$ cat src/bp_pkg.sv
package bp_pkg;

    typedef logic [31:0] word_t; // program counter

    // history register width, also the width of every pattern table index
    localparam int history_depth = 8;
    localparam int pht_entries = 2 ** history_depth;

    typedef logic [history_depth-1:0] hist_t;

    // local history table is indexed by pc[7:2]
    localparam int bht_index_bits = 6;
    localparam int bht_entries = 2 ** bht_index_bits;

    typedef logic [bht_index_bits-1:0] bht_index_t;

    // msb set means taken, or prefer global for the chooser
    typedef logic [1:0] ctr_t;

    localparam ctr_t ctr_reset = 2'b01; // weakly not taken / weakly local
    localparam ctr_t ctr_max = 2'b11;
    localparam ctr_t ctr_min = 2'b00;

    localparam int table_count = 3;

    typedef enum logic [1:0] {
        tbl_local,
        tbl_global,
        tbl_chooser
    } table_sel_e;

    localparam int perf_count_width = 8;

    typedef logic [perf_count_width-1:0] count_t;

endpackage : bp_pkg

$ cat src/pht_if.sv
interface pht_if import bp_pkg::*; ();

    hist_t rindex; // lookup side index
    hist_t windex; // resolve side index
    logic increment;
    logic decrement;
    ctr_t rctr; // counter at rindex
    ctr_t wctr; // counter at windex

    modport indexer (output rindex, output windex);

    modport tbl (
        input rindex,
        input windex,
        input increment,
        input decrement,
        output rctr,
        output wctr
    );

    modport chooser (input rctr, input wctr, output increment, output decrement);

endinterface : pht_if

$ cat src/history_indexer.sv
module history_indexer
import bp_pkg::*;
(
    input logic clk,
    input logic arst_n,
    input word_t lookup_pc,
    input logic resolve_valid,
    input word_t resolve_pc,
    input logic resolve_taken,
    pht_if.indexer pht [0:table_count-1]
);

    hist_t ghr;
    hist_t bht [bht_entries];

    bht_index_t lookup_bht_idx;
    bht_index_t resolve_bht_idx;
    hist_t lookup_local_hist;
    hist_t resolve_local_hist;

    assign lookup_bht_idx = lookup_pc[bht_index_bits+1:2];
    assign resolve_bht_idx = resolve_pc[bht_index_bits+1:2];

    assign lookup_local_hist = bht[lookup_bht_idx];
    assign resolve_local_hist = bht[resolve_bht_idx];

    // both sides see the history as it is now, before this cycle's resolve
    assign pht[tbl_global].rindex = ghr;
    assign pht[tbl_global].windex = ghr;

    assign pht[tbl_local].rindex = lookup_local_hist;
    assign pht[tbl_local].windex = resolve_local_hist;

    assign pht[tbl_chooser].rindex = lookup_pc[history_depth+1:2]; // pc hashed chooser
    assign pht[tbl_chooser].windex = resolve_pc[history_depth+1:2];

    always_ff @(posedge clk or negedge arst_n) begin
        if (!arst_n) begin
            ghr <= '0;
        end else if (resolve_valid) begin
            ghr <= {ghr[history_depth-2:0], resolve_taken}; // newest outcome in bit 0
        end
    end

    // per-pc history, one shift register per entry
    always_ff @(posedge clk or negedge arst_n) begin
        if (!arst_n) begin
            for (int i = 0; i < bht_entries; i++) begin
                bht[i] <= '0;
            end
        end else if (resolve_valid) begin
            bht[resolve_bht_idx] <= {resolve_local_hist[history_depth-2:0], resolve_taken};
        end
    end

endmodule : history_indexer

$ cat src/pattern_table.sv
module pattern_table
import bp_pkg::*;
(
    input logic clk,
    input logic arst_n,
    pht_if.tbl pht
);

    ctr_t counters [pht_entries];

    logic at_max;
    logic at_min;

    // async reads on both ports
    assign pht.rctr = counters[pht.rindex];
    assign pht.wctr = counters[pht.windex];

    assign at_max = (pht.wctr == ctr_max);
    assign at_min = (pht.wctr == ctr_min);

    always_ff @(posedge clk or negedge arst_n) begin
        if (!arst_n) begin
            for (int i = 0; i < pht_entries; i++) begin
                counters[i] <= ctr_reset; // all start weakly not taken
            end
        end else begin
            if (pht.increment && !at_max) begin
                counters[pht.windex] <= pht.wctr + ctr_t'(1);
            end else if (pht.decrement && !at_min) begin
                counters[pht.windex] <= pht.wctr - ctr_t'(1);
            end
        end
    end

endmodule : pattern_table

$ cat src/tournament_chooser.sv
module tournament_chooser
import bp_pkg::*;
(
    input logic clk,
    input logic arst_n,
    input logic lookup_valid,
    input logic resolve_valid,
    input logic resolve_taken,
    pht_if.chooser pht [0:table_count-1],
    output logic predict_valid,
    output logic predict_taken,
    output logic resolve_correct
);

    logic lookup_pred;
    logic resolve_pred;
    logic local_right;
    logic global_right;

    // chooser msb picks global, else local
    function automatic logic pick(ctr_t sel_ctr, ctr_t glob_ctr, ctr_t loc_ctr);
        return sel_ctr[1] ? glob_ctr[1] : loc_ctr[1];
    endfunction

    assign lookup_pred = pick(pht[tbl_chooser].rctr, pht[tbl_global].rctr,
                              pht[tbl_local].rctr);

    // prediction the resolved branch got from the pre-update counters
    assign resolve_pred = pick(pht[tbl_chooser].wctr, pht[tbl_global].wctr,
                               pht[tbl_local].wctr);

    assign local_right = (pht[tbl_local].wctr[1] == resolve_taken);
    assign global_right = (pht[tbl_global].wctr[1] == resolve_taken);

    // direction tables train toward the outcome
    assign pht[tbl_local].increment = resolve_valid && resolve_taken;
    assign pht[tbl_local].decrement = resolve_valid && !resolve_taken;
    assign pht[tbl_global].increment = resolve_valid && resolve_taken;
    assign pht[tbl_global].decrement = resolve_valid && !resolve_taken;

    // chooser only moves when the two disagree in correctness
    assign pht[tbl_chooser].increment = resolve_valid && global_right && !local_right;
    assign pht[tbl_chooser].decrement = resolve_valid && local_right && !global_right;

    assign resolve_correct = resolve_valid && (resolve_pred == resolve_taken);

    always_ff @(posedge clk or negedge arst_n) begin
        if (!arst_n) begin
            predict_valid <= 1'b0;
            predict_taken <= 1'b0;
        end else begin
            predict_valid <= lookup_valid;
            if (lookup_valid) begin
                predict_taken <= lookup_pred; // held between lookups
            end
        end
    end

endmodule : tournament_chooser

$ cat src/perf_counter.sv
module perf_counter
import bp_pkg::*;
(
    input logic clk,
    input logic arst_n,
    input logic count,
    output count_t value,
    output logic overflow
);

    logic wrap;

    assign wrap = count && (value == '1);

    always_ff @(posedge clk or negedge arst_n) begin
        if (!arst_n) begin
            value <= '0;
            overflow <= 1'b0;
        end else begin
            if (count) begin
                value <= value + count_t'(1); // wraps to zero
            end
            if (wrap) begin
                overflow <= 1'b1; // sticky until reset
            end
        end
    end

endmodule : perf_counter

$ cat src/branch_predictor.sv
module branch_predictor
import bp_pkg::*;
(
    input logic clk,
    input logic arst_n,

    // lookup side
    input logic lookup_valid,
    input word_t lookup_pc,

    // resolve side
    input logic resolve_valid,
    input word_t resolve_pc,
    input logic resolve_taken,

    output logic predict_valid,
    output logic predict_taken,

    // statistics
    output count_t resolve_count,
    output count_t correct_count,
    output logic resolve_overflow,
    output logic correct_overflow
);

    logic resolve_correct;

    pht_if pht [0:table_count-1] (); // one per table_sel_e entry

    history_indexer history_indexer_i (
        .clk(clk),
        .arst_n(arst_n),
        .lookup_pc(lookup_pc),
        .resolve_valid(resolve_valid),
        .resolve_pc(resolve_pc),
        .resolve_taken(resolve_taken),
        .pht(pht)
    );

    // local, global and chooser tables
    for (genvar i = 0; i < table_count; i++) begin : g_table
        localparam table_sel_e sel = table_sel_e'(i);

        pattern_table pattern_table_i (
            .clk(clk),
            .arst_n(arst_n),
            .pht(pht[sel])
        );
    end

    tournament_chooser tournament_chooser_i (
        .clk(clk),
        .arst_n(arst_n),
        .lookup_valid(lookup_valid),
        .resolve_valid(resolve_valid),
        .resolve_taken(resolve_taken),
        .pht(pht),
        .predict_valid(predict_valid),
        .predict_taken(predict_taken),
        .resolve_correct(resolve_correct)
    );

    // every resolved branch
    perf_counter resolve_counter_i (
        .clk(clk),
        .arst_n(arst_n),
        .count(resolve_valid),
        .value(resolve_count),
        .overflow(resolve_overflow)
    );

    // resolved branches the predictor got right
    perf_counter correct_counter_i (
        .clk(clk),
        .arst_n(arst_n),
        .count(resolve_correct),
        .value(correct_count),
        .overflow(correct_overflow)
    );

endmodule : branch_predictor

$ cat config.mk
export PLATFORM = sky130hd
export DESIGN_NAME = branch_predictor
export DESIGN_NICKNAME = d
export VERILOG_FILES = /design/src/bp_pkg.sv /design/src/pht_if.sv /design/src/history_indexer.sv /design/src/pattern_table.sv /design/src/tournament_chooser.sv /design/src/perf_counter.sv /design/src/branch_predictor.sv
export SDC_FILE = /design/constraint.sdc
export NUM_CORES = 2
export LEC_CHECK = 0
export BUFFER_PORTS_ARGS = -buffer_cell sky130_fd_sc_hd__clkbuf_2
export CORE_MARGIN = 5
export CORE_UTILIZATION = 29
export DETAILED_ROUTE_END_ITERATION = 8
export GPL_ROUTABILITY_DRIVEN = 1
export PLACE_DENSITY = 0.55
export SLEW_MARGIN = 20
export SYNTH_ARGS = -nofsm -noshare
export SYNTH_HDL_FRONTEND = slang
export SYNTH_SLANG_ARGS = --single-unit
export TNS_END_PERCENT = 5
$ cat constraint.sdc
create_clock -name clk -period 6.3 [get_ports clk]
set_clock_uncertainty 0.05 [all_clocks]
set_input_delay 0.63 -clock clk [delete_from_list [all_inputs] [get_ports clk]]
set_output_delay 0.63 -clock clk [all_outputs]
set_load 0.02 [all_outputs]
==> After elaboration in Yosys (flattened, before gate mapping) <==
Index checks and enable logic that the tools add are counted.
{ "word_totals": {"output_inout_bits": 20, "latch_bits": 0, "ram_bits": 0, "inputBits": 69, "wordCells": 951, "regBits": 2076, "n_memories": 0, "romBits": 0} }
{ "classes": {"mux": 44, "div_mod_pow": 0, "n_bitwise": 7, "n_lt_le_gt_ge": 11, "n_mul": 0, "n_eq_ne": 8, "n_addsub": 8, "shift": 0, "n_reduce_logical": 34} }
{ "op_table": {"columns": ["op", "n"], "rows": [
  ["$bwmux W512", 7],
  ["$mux W512", 6],
  ["$bmux W8 S6", 2],
  ["$bmux W2 S8", 5],
  ["$demux W2 S8", 3],
  ["$demux W8 S6", 1],
  ["$ge A9 B9 Y1 const B", 5],
  ["$not A8 Y9", 5],
  ["$mux W8", 5],
  ["$lt A9 B1 Y1 const B", 3],
  ["$mux W2", 13],
  ["$logic_and A1 B1 Y1", 19],
  ["$add A8 B1 Y8 const B", 2],
  ["$eq A8 B8 Y1 const B", 2],
  ["$ge A7 B7 Y1 const B", 2],
  ["$not A6 Y7", 2],
  ["$logic_not A1 Y1", 9],
  ["$lt A7 B1 Y1 const B", 1],
  ["$add A2 B1 Y2 const B", 3],
  ["$eq A2 B2 Y1 const B", 3],
  ["$logic_not A2 Y1", 3],
  ["$reduce_bool A2 Y1", 3],
  ["$sub A2 B1 Y2 const B", 3],
  ["$eq A1 B1 Y1", 3],
  ["$mux W1", 2]
]} }

==> Depth between registers and ports, before layout <==
{ "logic_depth": {"word_depth": 14, "mapped_depth": 38, "ltp_nobuf": 22} }

==> Cells and area by module <==
A second synthesis with hierarchy kept.
{ "hier_totals": {"hier_cells": 10168, "area_unflattened_um2": 116324.1} }
{ "by_module_without_submodules": {"columns": ["module", "cells_each", "area_per_inst_um2", "seq_area_each_um2", "n_inst"], "rows": [
  ["pattern_table at g_table[1].pattern_table_i ...", 2517, 29263.1, 13132.6, 2],
  ["pattern_table at g_table[0].pattern_table_i", 2521, 29379.4, 13132.6, 1],
  ["history_indexer", 2534, 27492.6, 13012.5, 1],
  ["perf_counter", 31, 380.4, 225.2, 2],
  ["tournament_chooser", 17, 165.2, 50.0, 1]
]} }

==> Least setup slack after synthesis <==
No wires, ideal clock.
{ "synth_timing": {"path_kind": "input-to-reg", "start": "in resolve_pc[2]", "end": "reg with a tool-made name", "path_buffers": 15, "slack_ns": -0.856, "cell_stages": 28, "setup_time_ns": 0.082, "t_arrival_ns": 7.024, "t_required_ns": 6.168, "path_cell_list": "buf_6 -> buf_12 -> buf_6 -> buf_6 -> buf_4 -> buf_2 -> buf_2 -> buf_2 -> buf_2 -> buf_1 -> mux4_2 -> mux4_2 -> nor3_1 -> a31oi_1 -> o22ai_1 -> a211o_1 -> clkbuf_1 -> clkbuf_1 -> inv_1 -> ha_1 -> nor2_1 -> o2111ai_1 -> and2_1 -> clkbuf_1 -> clkbuf_1 -> buf_2 -> nor4_1 -> mux2_2"} }
{ "synth_lines": {"columns": ["item", "line", "rtl"], "rows": [
  ["start, declared", "branch_predictor.sv:13", "input word_t resolve_pc,"]
]} }

==> Final worst setup path <==
{ "layout_timing": {"start": "in resolve_pc[2]", "end": "reg g_table[0].pattern_table_i.counters[291] (netlist name)"} }
{ "layout_via": {"elab_chain_cells": 12, "word_cells_on_any_way": 26, "cone_classes": "2 x add/sub; 2 x order compare; 1 x eq/ne; 12 x mux; 2 x bitwise; 7 x reduce/logical"} }
{ "layout_rtl": {"columns": ["item", "line", "rtl"], "rows": [
  ["$not A6 Y7 (implied by the code) (*)", "history_indexer.sv:25", "assign resolve_local_hist = bht[resolve_bht_idx];"],
  ["$bmux W8 S6 (*)", "history_indexer.sv:25", null],
  ["$mux W8 (implied by the code) (*) (2 in a row)", "history_indexer.sv:25", null],
  ["$not A8 Y9 (implied by the code) (*)", "pattern_table.sv:16, pattern_table.sv:28, pattern_table.sv:30", null],
  ["$bmux W2 S8, or another cell as far along", "pattern_table.sv:16", "assign pht.wctr = counters[pht.windex];"],
  ["$mux W2 (implied by the code) / $logic_and A1 B1 Y1 (equally long branches)", "pattern_table.sv:16, pattern_table.sv:28, pattern_table.sv:30", null],
  ["$mux W2 (on tied branches)", "pattern_table.sv:16, pattern_table.sv:28, pattern_table.sv:30", null],
  ["$sub A2 B1 Y2, or another cell as far along", "pattern_table.sv:30", "counters[pht.windex] <= pht.wctr - ctr_t'(1);"],
  ["$bwmux W512, or another cell as far along", "pattern_table.sv:30", null],
  ["$mux W512, or another cell as far along", "pattern_table.sv:29", "end else if (pht.decrement && !at_min) begin"],
  ["$mux W512 / $reduce_bool A2 Y1 (equally long branches)", null, null],
  ["end signal, assigned by index", "pattern_table.sv:24", "counters[i] <= ctr_reset;"],
  ["end signal, assigned by index", "pattern_table.sv:28", "counters[pht.windex] <= pht.wctr + ctr_t'(1);"],
  ["end signal, assigned by index", "pattern_table.sv:30", null],
  ["end, declared", "pattern_table.sv:9", "ctr_t counters [pht_entries];"]
]} }
Mark *: on every way between the ends. The rest lies on a longest branch, timed or not. The select of a mux whose other input is x is not followed.
A chain may end at the register's enable or synchronous reset.

==> results by group <==
Die
  • Core Box Area: 365000 um2
  • Die Area: 377000 um2
  • Die width: 614 um
  • Num ports: 89
  • Cell row count: 222
  • Die height: 614 um
  • Initial core utilization: 29.0%

Setup path
  • Critical Path End Type: flop
  • Arrival time at the worst endpoint: 6.87 ns
  • R2r startpoint: history_indexer_i.bht[396]
  • Crit path largest cell delay: 0.68 ns
  • Critical path launch point type: primary input
  • Critical Path Most Common Cell: buf_4
  • CP Class: primary input to flop
  • RR Endpoint: g_table[0].pattern_table_i.counters[291]
  • CP required: 6.99 ns
  • R2R Setup Slk: 0.14 ns
  • CP delay by family, top: buffers and inverters
  • Worst R2R Path Depth: 24
  • CP max FO: 26
  • CP max-delay cell: or4_1
  • Worst path depth: 26
  • CP Buf/Inv Count: 10

Min path
  • Type of the worst min-delay path: primary input to async pin

Yosys
  • Post-Syn Area per Cell: 11.9 um2
  • Mapped Area: 106000 um2
  • Primary FF master, synth: dfrtp_1
  • Post-Synthesis Cells: 8914
  • Yosys warns: 0
  • Async SR Flop Fraction: 100%
  • Syn Nets: 8991
  • Post-synth EDFFs: 0
  • Yosys top cell area share: 30.9%
  • Leading post-synthesis cells by cell area: dfrtp_1, dfstp_2, mux4_2
  • Synth top cells by count: nand2_1, dfrtp_1, mux2_2
  • Dominant cell type by area after synthesis: dfrtp_1
  • Register area share after synthesis: 50.0%
  • Register bit total from synthesis: 2076
  • Yosys cell types: 78
  • Most common cell in the netlist: nand2_1

Route
  • Via count: 77400
  • DR WL met3: 23800 um
  • DRC: 0
  • Final ANT Viol Nets: 0
  • Met2 Wirelength: 165000 um
  • Post-DR wirelength/cell: 24.5 um
  • DRT iter0 DRCs: 7081
  • Routed wire length: 351000 um
  • DR vias/cell: 5.41
  • DRT Pass-1 Iters: 6
  • WL met1: 147000 um
  • Max layer used: met5

Global routing
  • Largest net degree at the start of global routing: 257
  • Vias in the first global route: 79600
  • Initial antenna violation count: 16
  • First-pass GRT wire length: 529000 um
  • GRT Total Usage: 18.1%
  • Overflow after GRT: 0

STA
  • Fin. max-slew vios: 0
  • FMAX: 162 MHz
  • Tcrit/Tclk final: 98.0%
  • Slew at the pin with the worst max-slew slack: 1.17 ns
  • Relative slew margins: 21.2%
  • Final Hold Vio Count: 0
  • Min Tclk post-route: 6.17 ns
  • # setup viols final: 0
  • Final worst-path setup slack: 0.129 ns
  • RSZ-0062 raised after global routing: no
  • Setup TNS: 0 ns

Final layout
  • Final nets: 9357
  • Fillers: 35500
  • Layout cells sized above 1: 41.6%
  • Synthesis-to-layout area growth: 18.2%
  • Multi-input logic area: 50100 um2
  • Sequential Area: 52900 um2

Power
  • Peak supply drop: 520 uV
  • Cell Pwr Density: 302 nW/um2
  • Logic gate share of total power: 21.4%
  • Leakage: 50.6 nW
  • Switching Share: 31.2%
  • Switching power: 11.8 mW
  • Internal: 26.0 mW
  • Clock Power Share: 38.0%
  • Reg power frac: 40.6%

Outcome
  • Status: finished, final reports clean

Place
  • Port bufs: 40
  • DP HPWL: 234000 um
  • Pre-CTS WS: -0.749 ns
  • RD Place Congestion: 0.898

Clock tree
  • Max H-tree Level: 4
  • CTS max path bufs: 4
  • CTS tree: done
  • Num CTS Buffers: 232
  • Clock root cell: clkbuf_16
  • Worst-skew pair later-pin latency: 0.96 ns
  • CTS sink cnt: 2076
  • Clock slew at reported path FFs: 0.06 ns

Flow run
  • Max-Cap Viols: 0
==> cell families after synthesis <==
| group | share of synthesized area (%) |
|---|---|
| and+or+nand+nor | 10.6 |
| AOI/OAI and AO/OA | 7.94 |
| adders and majority gates | 0.0945 |
| buffers and inverters | 3.18 |
| DFF | 50.0 |
| xor gates and xnor gates | 0.172 |
| muxes | 28.1 |
==> per-stage QoR <==
step / hold WS, ns / cell area [um2] / utilization, % / instances / power, mW
after floorplan: 0.284 / 106000 / - / 8914 / 19.8
after global placement: 0.404 / 117000 / 32.1 / 13900 / 23.3
after detailed placement: 0.416 / 117000 / 32.1 / 13900 / 23.5
after CTS: 0.299 / 125000 / 34.3 / 14300 / 38.0
after global routing: 0.339 / 125000 / 34.3 / 14300 / 39.2
final: 0.305 / 125000 / 34.3 / 14300 / 37.8
==> worst max-delay path by stage <==
stage / slack [ns] / to / start
3_3_place_gp: -1.30 / flop / resolve_pc[2]
6_report: 0.13 / g_table[0].pattern_table_i.counters[291] / resolve_pc[2]
3_5_place_dp: -0.75 / g_table[2].pattern_table_i.counters[411] / resolve_pc[2]
4_1_cts: 0.02 / g_table[2].pattern_table_i.counters[263] / history_indexer_i.bht[258]
2_1_floorplan: -0.05 / g_table[1].pattern_table_i.counters[105] / history_indexer_i.pht[1].rindex[0]
5_1_grt: 0.001 / flop / history_indexer_i.bht[396]
==> routing by layer <==
metal | vias up | global-route usage [%]
li1 | 33300 | -
met3 | 719 | 3.10
met1 | 40500 | 24.2
met2 | 2760 | 29.2
met5 | - | 0
met4 | 8 | 7.09
==> layout make-up <==
| class | count | area share [%] |
|---|---|---|
| sequential | 2076 | 42.3 |
| multi-input combinational | 6067 | 40.0 |
| timing repair buffer | 857 | 6.31 |
| clock buffer | 340 | 5.45 |
| tap | 4816 | 4.81 |
| clock inverter | 97 | 0.983 |
| inverter | 46 | 0.142 |
| antenna | 4 | 0.00800 |
==> placed cells by master, fill, tap and decap left out, drive strengths merged, types with 16 or more instances in the layout <==
cell       n
nand2   1628
dfrtp   1308
mux2    1080
o21ai    880
buf      825
dfstp    768
mux4     748
nor2     476
clkbuf   370
nor3     228
a21oi    224
nand3    123
nor4      78
a22oi     77
mux2i     72
clkinv    57
inv       53
a311oi    52
and3      50
a211oi    45
a32oi     27
nor2b     26
bufinv    24
a21boi    23
a311o     20
a31oi     16
nand4     16
==> power by group through the flow <==
stage	combinational [mW]	clock (mW)	sequential (mW)
finish	8.08	14.3	15.3
global route	8.57	15.2	15.5
CTS	8.01	14.6	15.3
detailed placement	8.00	0	15.5
global placement	7.82	0	15.5
floorplan	4.56	0	15.3
==> what timing repair did <==
action,CTS,global route
hold endpoints to repair,50,0
gates cloned,0,0
endpoints found under the setup margin,32,217
hold buffers,2,0
pin swaps,0,1
buffers inserted,0,2
gates resized for setup,1,5
No activity file was read; power rests on OpenSTA's default activity.
